## src/verilog/agc_settings.svh

```systemverilog
// word and address widths
// erasable size, fixed-memory base and reset address
// addresses of the mapped registers
`ifndef AGC_SETTINGS_SVH
`define AGC_SETTINGS_SVH

// stored word carries overflow in bit 15
`define AGC_WORD_BITS 16
`define AGC_ADDR_BITS 12

// only the bottom of erasable is built
`define AGC_ERASABLE_WORDS 64

// fixed memory starts here, and so does execution
`define AGC_FIXED_BASE 12'o2000
`define AGC_RESET_Z 12'o2000

// registers mapped into erasable
`define AGC_ADDR_A 12'd0
`define AGC_ADDR_L 12'd1
`define AGC_ADDR_Q 12'd2
`define AGC_ADDR_Z 12'd5

`endif

```

## src/verilog/agc_isa_pkg.sv

```systemverilog
// instruction-set types
// stored word, address, two-way instruction decode and operation class
`include "agc_settings.svh"

package agc_isa_pkg;

  // bit 15 overflow, bit 14 sign, bits 13..0 magnitude
  typedef logic [`AGC_WORD_BITS-1:0] agc_word_t;

  typedef logic [`AGC_ADDR_BITS-1:0] agc_addr_t;

  // one instruction word, seen two ways
  typedef union packed {
    // opcode with a full 12-bit address
    struct packed {
      logic       spare;
      logic [2:0] opcode;
      agc_addr_t  addr;
    } basic;
    // opcode, quarter code and an erasable address
    struct packed {
      logic       spare;
      logic [2:0] opcode;
      logic [1:0] qc;
      logic [9:0] eaddr;
    } quarter;
  } agc_instr_u;

  typedef enum logic [3:0] {
    op_nop,
    op_tc,
    op_tcf,
    op_ca,
    op_cs,
    op_ad,
    op_mask,
    op_ts,
    op_xch,
    op_incr
  } agc_op_e;

endpackage

```

## src/verilog/agc_bus_pkg.sv

```systemverilog
// structs passed between the pipeline stages
// decoded operation, erasable write request, fixed-memory read request

package agc_bus_pkg;
  import agc_isa_pkg::*;

  // decode result handed to execute
  typedef struct packed {
    agc_op_e   op;
    agc_addr_t addr;
  } agc_decoded_t;

  // one word written into erasable
  typedef struct packed {
    logic      enable;
    agc_addr_t addr;
    agc_word_t data;
  } agc_write_t;

  // fixed-memory read, answered one cycle later
  typedef struct packed {
    logic      enable;
    agc_addr_t addr;
  } agc_fixed_req_t;

endpackage

```

## src/verilog/agc_fetch.sv

```systemverilog
// instruction fetch stage
// owns the fixed-memory port, shared by fetches and operand reads
`timescale 1ns/1ns

module agc_fetch
  import agc_isa_pkg::*, agc_bus_pkg::*;
(
  input  logic           raw_clk,
  input  logic           button_reset,
  input  logic           fetch_start,
  input  agc_fixed_req_t operand_req,
  input  agc_addr_t      reg_z,
  input  agc_word_t      rom_data,
  output agc_fixed_req_t rom_req,
  output logic           instr_valid,
  output agc_instr_u     instr_word,
  output logic           z_increment,
  output logic           operand_valid,
  output agc_word_t      operand_data
);

  logic           first_q;
  logic           start;
  agc_fixed_req_t req_q;
  logic           req_is_operand_q;
  logic           fetch_done_q;
  logic           operand_done_q;

  // kick off the first fetch right after reset
  assign start = fetch_start | first_q;

  always_ff @(posedge raw_clk)
  begin
    if (!button_reset)
    begin
      first_q          <= 1'b1;
      req_q            <= '0;
      req_is_operand_q <= 1'b0;
      fetch_done_q     <= 1'b0;
      operand_done_q   <= 1'b0;
    end
    else
    begin
      first_q        <= 1'b0;
      fetch_done_q   <= req_q.enable & ~req_is_operand_q;
      operand_done_q <= req_q.enable & req_is_operand_q;
      if (start)
      begin
        req_q            <= '{enable: 1'b1, addr: reg_z};
        req_is_operand_q <= 1'b0;
      end
      else if (operand_req.enable)
      begin
        req_q            <= operand_req;
        req_is_operand_q <= 1'b1;
      end
      else
        req_q.enable <= 1'b0;
    end
  end

  assign rom_req = req_q;

  // returned word goes to whoever asked
  assign instr_valid   = fetch_done_q;
  assign z_increment   = fetch_done_q;
  assign instr_word    = rom_data;
  assign operand_valid = operand_done_q;
  assign operand_data  = rom_data;

  // execute only asks for an operand while no fetch is due
  a_no_port_clash: assert property (@(posedge raw_clk) disable iff (!button_reset)
    !(fetch_start && operand_req.enable));

endmodule

```

## src/verilog/agc_decode.sv

```systemverilog
// decode stage
// classifies an instruction word and picks its effective address
`timescale 1ns/1ns

module agc_decode
  import agc_isa_pkg::*, agc_bus_pkg::*;
(
  input  logic         raw_clk,
  input  logic         button_reset,
  input  logic         instr_valid,
  input  agc_instr_u   instr_word,
  output logic         op_valid,
  output agc_decoded_t op
);

  agc_op_e   op_class;
  agc_addr_t eff_addr;
  logic      short_addr;

  always_comb
  begin
    unique case (instr_word.basic.opcode)
      3'd0: op_class = op_tc;
      // quarter code zero is CCS, not kept
      3'd1: op_class = (instr_word.quarter.qc != 2'd0) ? op_tcf : op_nop;
      3'd2: op_class = (instr_word.quarter.qc == 2'd2) ? op_incr : op_nop;
      3'd3: op_class = op_ca;
      3'd4: op_class = op_cs;
      3'd5:
      begin
        case (instr_word.quarter.qc)
          2'd2:    op_class = op_ts;
          2'd3:    op_class = op_xch;
          default: op_class = op_nop;
        endcase
      end
      3'd6: op_class = op_ad;
      3'd7: op_class = op_mask;
      default: op_class = op_nop;
    endcase
  end

  // erasable-only instructions carry a 10-bit address
  assign short_addr = (op_class == op_ts) || (op_class == op_xch) || (op_class == op_incr);

  always_comb
  begin
    if (short_addr)
      eff_addr = agc_addr_t'(instr_word.quarter.eaddr);
    else
      eff_addr = instr_word.basic.addr;
  end

  always_ff @(posedge raw_clk)
  begin
    if (!button_reset)
      op_valid <= 1'b0;
    else
      op_valid <= instr_valid;
  end

  // held until the next instruction arrives
  always_ff @(posedge raw_clk)
  begin
    if (instr_valid)
    begin
      op.op   <= op_class;
      op.addr <= eff_addr;
    end
  end

endmodule

```

## src/verilog/agc_execute.sv

```systemverilog
// execute stage
// operand read, one's-complement ALU and write sequencing per instruction
`timescale 1ns/1ns
`include "agc_settings.svh"

module agc_execute
  import agc_isa_pkg::*, agc_bus_pkg::*;
(
  input  logic           raw_clk,
  input  logic           button_reset,
  input  logic           op_valid,
  input  agc_decoded_t   op,
  input  logic           operand_valid,
  input  agc_word_t      operand_data,
  input  agc_word_t      read_data,
  input  agc_word_t      reg_a,
  input  agc_addr_t      reg_z,
  output agc_fixed_req_t operand_req,
  output agc_addr_t      read_addr,
  output agc_write_t     wr,
  output logic           fetch_start
);

  typedef enum logic [2:0] {
    st_idle,
    st_issue,
    st_opwait,
    st_write1,
    st_write2,
    st_done
  } exec_state_e;

  exec_state_e  state;
  agc_decoded_t op_q;
  agc_word_t    operand_q;
  agc_word_t    result;
  logic [15:0]  sum;
  logic [14:0]  sum_wrapped;
  logic         needs_operand;
  logic         is_fixed;

  function automatic agc_write_t make_write(input agc_addr_t addr, input agc_word_t data);
    agc_write_t w;
    w.enable = 1'b1;
    w.addr   = addr;
    w.data   = data;
    return w;
  endfunction

  assign needs_operand = op_q.op inside {op_ca, op_cs, op_ad, op_mask, op_xch, op_incr};
  assign is_fixed      = op_q.addr >= `AGC_FIXED_BASE;
  assign read_addr     = op_q.addr;

  // one's-complement add with end-around carry
  assign sum         = {1'b0, reg_a[14:0]} + {1'b0, operand_q[14:0]};
  assign sum_wrapped = sum[14:0] + 15'(sum[15]);

  always_comb
  begin
    case (op_q.op)
      op_cs:   result = {1'b0, ~operand_q[14:0]};
      op_ad:   result = {(reg_a[14] == operand_q[14]) && (sum_wrapped[14] != operand_q[14]),
                         sum_wrapped};
      op_mask: result = {1'b0, operand_q[14:0] & reg_a[14:0]};
      op_incr: result = operand_q + 1'b1;
      default: result = operand_q;
    endcase
  end

  always_comb
  begin
    operand_req = '0;
    wr          = '0;
    fetch_start = 1'b0;
    case (state)
      st_issue:
        if (needs_operand && is_fixed)
          operand_req = '{enable: 1'b1, addr: op_q.addr};
      st_write1:
      begin
        case (op_q.op)
          // Z already points past the TC, so it is the return address
          op_tc:                          wr = make_write(`AGC_ADDR_Q, agc_word_t'(reg_z));
          op_tcf:                         wr = make_write(`AGC_ADDR_Z, agc_word_t'(op_q.addr));
          op_ca, op_cs, op_ad, op_mask:   wr = make_write(`AGC_ADDR_A, result);
          op_ts, op_xch:                  wr = make_write(op_q.addr, reg_a);
          op_incr:                        wr = make_write(op_q.addr, result);
          default:                        wr = '0;
        endcase
      end
      st_write2:
      begin
        if (op_q.op == op_tc)
          wr = make_write(`AGC_ADDR_Z, agc_word_t'(op_q.addr));
        else
          wr = make_write(`AGC_ADDR_A, operand_q);
      end
      st_done: fetch_start = 1'b1;
      default: fetch_start = 1'b0;
    endcase
  end

  always_ff @(posedge raw_clk)
  begin
    if (!button_reset)
      state <= st_idle;
    else
    begin
      case (state)
        st_idle:   if (op_valid) state <= st_issue;
        st_issue:  state <= (needs_operand && is_fixed) ? st_opwait : st_write1;
        st_opwait: if (operand_valid) state <= st_write1;
        st_write1: state <= (op_q.op inside {op_tc, op_xch}) ? st_write2 : st_done;
        st_write2: state <= st_done;
        default:   state <= st_idle;
      endcase
    end
  end

  // erasable operands are latched before the first write can change them
  always_ff @(posedge raw_clk)
  begin
    if (state == st_idle && op_valid)
      op_q <= op;
    if (state == st_issue)
      operand_q <= read_data;
    else if (state == st_opwait && operand_valid)
      operand_q <= operand_data;
  end

  // writes settle before fetch samples Z
  a_write_before_fetch: assert property (@(posedge raw_clk) disable iff (!button_reset)
    wr.enable |-> !fetch_start);

endmodule

```

## src/verilog/agc_erasable.sv

```systemverilog
// erasable memory
// mapped A, L, Q and Z, with Z advanced after each fetch
`timescale 1ns/1ns
`include "agc_settings.svh"

module agc_erasable
  import agc_isa_pkg::*, agc_bus_pkg::*;
#(
  parameter int words = `AGC_ERASABLE_WORDS
)
(
  input  logic       raw_clk,
  input  logic       button_reset,
  input  agc_write_t wr,
  input  logic       z_increment,
  input  agc_addr_t  read_addr,
  output agc_word_t  read_data,
  output agc_word_t  reg_a,
  output agc_addr_t  reg_z
);

  localparam int idx_bits = $clog2(words);
  localparam logic [idx_bits-1:0] a_slot = idx_bits'(`AGC_ADDR_A);

  agc_word_t mem [words];
  agc_addr_t z_q;
  logic      rd_hit;
  logic      wr_hit;

  // anything past the built words reads zero
  assign rd_hit = read_addr < words;
  assign wr_hit = wr.addr < words;

  always_comb
  begin
    if (read_addr == `AGC_ADDR_Z)
      read_data = agc_word_t'(z_q);
    else if (rd_hit)
      read_data = mem[read_addr[idx_bits-1:0]];
    else
      read_data = '0;
  end

  always_ff @(posedge raw_clk)
  begin
    if (!button_reset)
    begin
      for (int i = 0; i < words; i++)
        mem[i] <= '0;
      z_q <= `AGC_RESET_Z;
    end
    else if (wr.enable)
    begin
      // Z lives in its own 12-bit register
      if (wr.addr == `AGC_ADDR_Z)
        z_q <= wr.data[`AGC_ADDR_BITS-1:0];
      else if (wr_hit)
        mem[wr.addr[idx_bits-1:0]] <= wr.data;
    end
    else if (z_increment)
      z_q <= z_q + 1'b1;
  end

  assign reg_a = mem[a_slot];
  assign reg_z = z_q;

  // Z stepping and execute writes belong to different phases of an instruction
  a_no_write_on_step: assert property (@(posedge raw_clk) disable iff (!button_reset)
    !(wr.enable && z_increment));

endmodule

```

## src/verilog/agc_core.sv

```systemverilog
// top level of the core
// fetch, decode and execute around the erasable memory
`timescale 1ns/1ns

module agc_core
  import agc_isa_pkg::*, agc_bus_pkg::*;
(
  input  logic           raw_clk,
  input  logic           button_reset,
  input  agc_word_t      rom_data,
  output agc_fixed_req_t rom_req,
  output agc_word_t      reg_a,
  output agc_addr_t      reg_z
);

  logic           fetch_start;
  agc_fixed_req_t operand_req;
  logic           instr_valid;
  agc_instr_u     instr_word;
  logic           z_increment;
  logic           operand_valid;
  agc_word_t      operand_data;
  logic           op_valid;
  agc_decoded_t   op;
  agc_write_t     wr;
  agc_addr_t      read_addr;
  agc_word_t      read_data;

  agc_fetch u_fetch (
    .raw_clk       (raw_clk),
    .button_reset  (button_reset),
    .fetch_start   (fetch_start),
    .operand_req   (operand_req),
    .reg_z         (reg_z),
    .rom_data      (rom_data),
    .rom_req       (rom_req),
    .instr_valid   (instr_valid),
    .instr_word    (instr_word),
    .z_increment   (z_increment),
    .operand_valid (operand_valid),
    .operand_data  (operand_data)
  );

  agc_decode u_decode (
    .raw_clk      (raw_clk),
    .button_reset (button_reset),
    .instr_valid  (instr_valid),
    .instr_word   (instr_word),
    .op_valid     (op_valid),
    .op           (op)
  );

  agc_execute u_execute (
    .raw_clk       (raw_clk),
    .button_reset  (button_reset),
    .op_valid      (op_valid),
    .op            (op),
    .operand_valid (operand_valid),
    .operand_data  (operand_data),
    .read_data     (read_data),
    .reg_a         (reg_a),
    .reg_z         (reg_z),
    .operand_req   (operand_req),
    .read_addr     (read_addr),
    .wr            (wr),
    .fetch_start   (fetch_start)
  );

  agc_erasable u_erasable (
    .raw_clk      (raw_clk),
    .button_reset (button_reset),
    .wr           (wr),
    .z_increment  (z_increment),
    .read_addr    (read_addr),
    .read_data    (read_data),
    .reg_a        (reg_a),
    .reg_z        (reg_z)
  );

endmodule

```

## config.mk

```make
export PLATFORM = sky130hd
export DESIGN_NAME = agc_core
export DESIGN_NICKNAME = d
export VERILOG_FILES = /design/src/verilog/agc_isa_pkg.sv /design/src/verilog/agc_bus_pkg.sv /design/src/verilog/agc_fetch.sv /design/src/verilog/agc_decode.sv /design/src/verilog/agc_execute.sv /design/src/verilog/agc_erasable.sv /design/src/verilog/agc_core.sv
export VERILOG_INCLUDE_DIRS = /design/src /design/src/verilog
export SDC_FILE = /design/constraint.sdc
export NUM_CORES = 2
export LEC_CHECK = 0
export BUFFER_PORTS_ARGS = -buffer_cell sky130_fd_sc_hd__buf_2
export CAP_MARGIN = 20
export CORE_MARGIN = 2
export CORE_UTILIZATION = 40
export CTS_BUF_LIST = sky130_fd_sc_hd__clkbuf_16
export DETAILED_ROUTE_END_ITERATION = 6
export PLACE_DENSITY_LB_ADDON = 0.12
export SYNTH_ARGS = -nofsm -noshare
export SYNTH_HDL_FRONTEND = slang
export SYNTH_HIERARCHICAL = 1
export SYNTH_SLANG_ARGS = --single-unit
```

## constraint.sdc

```tcl
create_clock -name raw_clk -period 4.6 [get_ports raw_clk]
set_input_delay 0.46 -clock raw_clk [delete_from_list [all_inputs] [get_ports raw_clk]]
set_output_delay 0.46 -clock raw_clk [all_outputs]
set_load 0.02 [all_outputs]
```

---- After elaboration in Yosys (flattened, before gate mapping) ----
Memory sizes are Yosys's and may differ from the RTL's. A register that Yosys moved wholly into a read port is not among the register bits.
Cells that the tools add are included.
storage, ports and cells
  flip-flop bits (word level) ............. 81
  RAM bits ................................ 1024
  input port bits ......................... 18
  output and inout port bits .............. 41
  logic and storage cells ................. 119
  memories ................................ 1
operators by class
  add/subtract/negate cells ............... 4
  magnitude comparators ................... 3
  eq/ne operators ......................... 33
  muxes and demuxes ....................... 36
  bitwise logic cells ..................... 7
  reduce and logical (&&, ||, !) cells .... 20
memory list
  memory          depth  bits a word  rd ports  clocked after Yosys merged registers in  wr ports  line                text
  u_erasable.mem  64     16           2         1                                        64        agc_erasable.sv:25  agc_word_t mem [words];
operators by type and width
  kind                     count
  $pmux W29 S5             1
  $mux W16                 5
  $pmux W16 S4             1
  $pmux W29 S2             1
  $mux W12                 4
  $mux W13                 3
  $pmux W4 S8              1
  $eq A12 B3 Y1 const B    2
  $lt A12 B7 Y1 const B    2
  $eq A4 B3 Y1 const B     5
  $mux W19                 1
  $eq A3 B3 Y1 const B     6
  $add A15 B15 Y16         1
  $add A16 B1 Y16 const B  1
  $eq A4 B4 Y1 const B     4
  $reduce_or A16 Y1        1
  $add A15 B1 Y15          1
  $and A15 B15 Y15         1
  $not A15 Y15             1
  $pmux W3 S5              1
  $add A12 B1 Y12 const B  1
  $eq A3 B2 Y1 const B     4
  $ge A12 B11 Y1 const B   1
  $mux W6                  2
  other kinds (23)         52

---- Logic depth before layout (Yosys ltp) ----
An unclocked memory read counts as a cell.
  depth in word-level cells ............... 16
  depth in mapped cells ................... 23
  depth with buffers taken out ............ 21

---- Modules after synthesis ----
Netlist, hierarchy kept.
by module, submodules not included
  module        instances  cells each  area each (um^2)  seq. area each (um^2)
  agc_erasable  1          3270        47641.9           30989.7
  agc_execute   1          528         4354.2            1021.0
  agc_fetch     1          102         1039.7            340.3
  agc_decode    1          37          638.1             500.5

---- Worst setup path before layout ----
Ideal clock, no wire load.
  path type ............................... register to register
  from .................................... mem u_erasable/mem[0][4] in the netlist's numbering
  to ...................................... mem u_erasable/mem[0][14] in the netlist's numbering (data pin)
  library setup time ...................... 0.131 ns
  data arrival time ....................... 4.548 ns
  required time ........................... 4.469 ns
  slack ................................... -0.079 ns
  stages on the path, launching flop included .. 19
  buffers on the path ..................... 1
  period minus slack after synthesis ...... 4.679 ns
  path through ............................ edfxtp_1 > ha_1 > and2_4 > a221oi_2 > a21oi_1 > o41ai_1 > a21oi_1 > a21o_1 > a21o_1 > ha_1 > ha_1 > nand3b_1 > nor4_4 > o2111ai_2 > mux2_4 > and4b_1 > a2111oi_2 > clkbuf_1 > and2_1
RTL lines
  what             line
  start, declared  agc_erasable.sv:25

==> results.yml <==
cells_and_area:
  multi_input_comb_area_um2: 19100
  final_common_cell: "edfxtp_1"
  final_net_count: 4141
  synthToLayoutAreaGrowth_pct: 16.1
  fin_util_pct: 46.7
  filler_cell_count: 11789
  most-common-layout-cells: "edfxtp_1, and2_1, buf_4"
  layout-drive-gt1-share_pct: 22.6
  register_area_um2: 32900
sta:
  max_slew_margin_pct: 24.9
  fmax_mhz: 224
  worst_slack_ps: 127
  final_max_slew_violation_count: 0
  fin_crit_ps: 4470
  setup_violations: 0
  hold_slack_ps: 120
  final_hold_viol_count: 0
  skew_ps: 42.7
  finalCritPeriodShare_pct: 97.2
  worstMarginPinSlew_ps: 1130
  unrepaired_setup_endpoints_after_global_routing: "yes"
setup_path:
  startpoint_type: "register"
  cp_data_required_time_ps: 5210
  critical_path.max_stage_delay_ps: 440
  worst_path_max_delay_cell: "edfxtp_1"
  path_cells: "ha_4, and2_4, a221oi_4, a21oi_2, o41ai_2, a21oi_2, a21o_1, a21o_1, ha_2, ha_2, nand3b_1, nor4_4, o2111ai_2, mux2_4, and4b_1, a2111oi_4, buf_6, buf_12, buf_6, and2_1"
  crit_buf_inv: 3
  path_max_fanout: 5
  kind_of_critical_path: "reg -> reg"
  timing.critical_path.to_type: "register"
  timing.critical_path.arrival_ps: 5080
  family_with_the_most_delay_on_the_worst_path: "compound AO/OA/AOI/OAI gates"
cts:
  cts-buffers-inserted: 119
  tritoncts_sinks: 1105
  clkSlewWorstSetupHoldPaths_ps: 60
  clock_insertion_delay_worst_skew_ps: 770
  cts_htree_levels: 3
  clock_tree.buffer_depth: 3
  cts_tree: "done"
  clk_root_buffer_cell: "clkbuf_16"
route:
  viasPerCell: 5.73
  drt_drc: 6
  vias: 34250
  drt-pass1-iter-count: 7
  drtIter0Drc: 3640
  routed_length_per_instance_um: 29.2
  route.final.wire_length_um: 175000
  ant_nets: 0
worst_hold_path:
  worstHoldPathType: "in -> reg"
power:
  power_report.internal_total_w: 0.0167
  leakagePower_nw: 22.6
  maximum_vdd_drop_mv: 0.313
  p_clk_share_pct: 41.4
  sw_frac_of_total_pct: 22.7
  power.sequential.fraction_pct: 53.1
  p_sw_w: 0.00490
  combinationalPowerShare_pct: 5.5
  power-per-cell-area_nw_per_um2: 346
placed_design:
  place.port_buffers: 58
  placement.setup.worst_slack_ps: 39.2
  weighted_congestion_at_the_end_of_routability_driven_global_placement: 0.935
  place_hpwl_um: 113000
global_route:
  first_global_vias: 33771
  globalRoute.totalOverflow: 0
  met3_usage_pct: 2.94
  grtUsageTotal_pct: 25.2
  grt_use_met1_pct: 35.1
  grt_max_degree: 64
  gr-max-usage-layer: "met2"
  globalRouteMet2Util_pct: 41.2
  wire_length_of_the_first_global_routing_pass_um: 250000
  antenna_found_initial: 6
die:
  chipWidth_um: 370
  chipHeight_um: 370
  start_util_pct: 40.3
  std_cell_rows: 134
  io_pins: 59
  core_region_area_um2: 133000
  dieArea_um2: 137000
synthesis:
  syn_area_um2: 53700
  syn_area_per_cell_um2: 13.6
  ys.warnings.count: 6
  synthesized_netlist_cell_count: 3936
outcome:
  run_status: "complete, but fails checks"
  violations: "DRC"
run:
  maxCapViolations: 0
## cell type report
type,count,area share [%]
clock inverter,100,0.922
tap,1768,3.55
inverter,27,0.167
clock buffer,120,4.82
antenna,4,0.0161
multi-input combinational,2387,30.7
sequential,1105,52.7
timing repair buffer,463,7.07
## per-layer routing
| metal | up-vias | share of wire (%) |
|---|---|---|
| li1 | 15021 | - |
| met1 | 17738 | 43 |
| met2 | 1220 | 48 |
| met3 | 267 | 5.9 |
| met4 | 4 | 3.1 |
| met5 | - | 0.015 |
## final timing paths
kind | start | end | slack (ps) | cells past startpoint
worst min-delay path | rom_data[11] | u_decode/op[11]$_SDFFCE_PP0P_ | 120 | 2
worst max register to register | u_execute/operand_q[4]$_DFFE_PP_ | u_erasable/mem[48][14]$_SDFFCE_PN0P_ | 130 | 20
worst min register to register | u_decode/op[7]$_DFFE_PP_ | u_execute/read_addr[7]$_DFFE_PP_ | 420 | 0
worst max-delay path | u_execute/operand_q[4]$_DFFE_PP_ | u_erasable/mem[48][14]$_SDFFCE_PN0P_ | 130 | 20
## per-stage QoR
step / setup TNS (ps) / instances / cell area [um^2] / total power, W
floorplan: -438 / 3951 / 53700 / 0.0123
global route: -1770 / 5970 / 62300 / 0.0222
detailed placement: 0 / 5726 / 58200 / 0.0128
finish: 0 / 5974 / 62300 / 0.0216
CTS: 0 / 5961 / 62000 / 0.0217
global placement: 0 / 5726 / 58200 / 0.0128
## flip-flops by register name, indices dropped and copies added (netlist names)
name                      cells
u_fetch/first_q               1
u_execute/read_addr          12
u_erasable/mem             1024
u_fetch/instr_valid           1
u_execute/operand_q          16
u_decode/op                  16
u_decode/op_valid             1
u_execute/state               3
u_execute/op_q                4
u_fetch/req_is_operand_q      1
u_fetch/operand_valid         1
u_erasable/reg_z             12
u_fetch/rom_req              13
## worst reg2reg max path: stages, from the launching register on
cell and delay (ps):
edfxtp_1 440, ha_4 270, and2_4 170, a221oi_4 270, a21oi_2 110, o41ai_2 390
a21oi_2 100, a21o_1 170, a21o_1 170, ha_2 170, ha_2 180, nand3b_1 150
nor4_4 60, o2111ai_2 160, mux2_4 360, and4b_1 210, a2111oi_4 290, buf_6 170
buf_12 150, buf_6 190, and2_1 140
## timing repair
item                                    CTS  global route
hold buffers                             10             0
setup buffers                             4             5
endpoints found under the setup margin   27           651
pin swaps                                 4            12
hold endpoints to repair                 10             0
resized for setup                         5            38
cloned                                    1             4
## power groups by stage
| stage | Combinational [W] | Sequential, W | Clock (W) |
|---|---|---|---|
| after global placement | 0.00116 | 0.0117 | 0 |
| after global routing | 0.00124 | 0.0115 | 0.00947 |
| after detailed placement | 0.00116 | 0.0117 | 0 |
| after CTS | 0.00118 | 0.0115 | 0.00910 |
| final | 0.00118 | 0.0115 | 0.00892 |
| after floorplan | 0.000632 | 0.0117 | 0 |
Power figures use the tool's default switching activity.
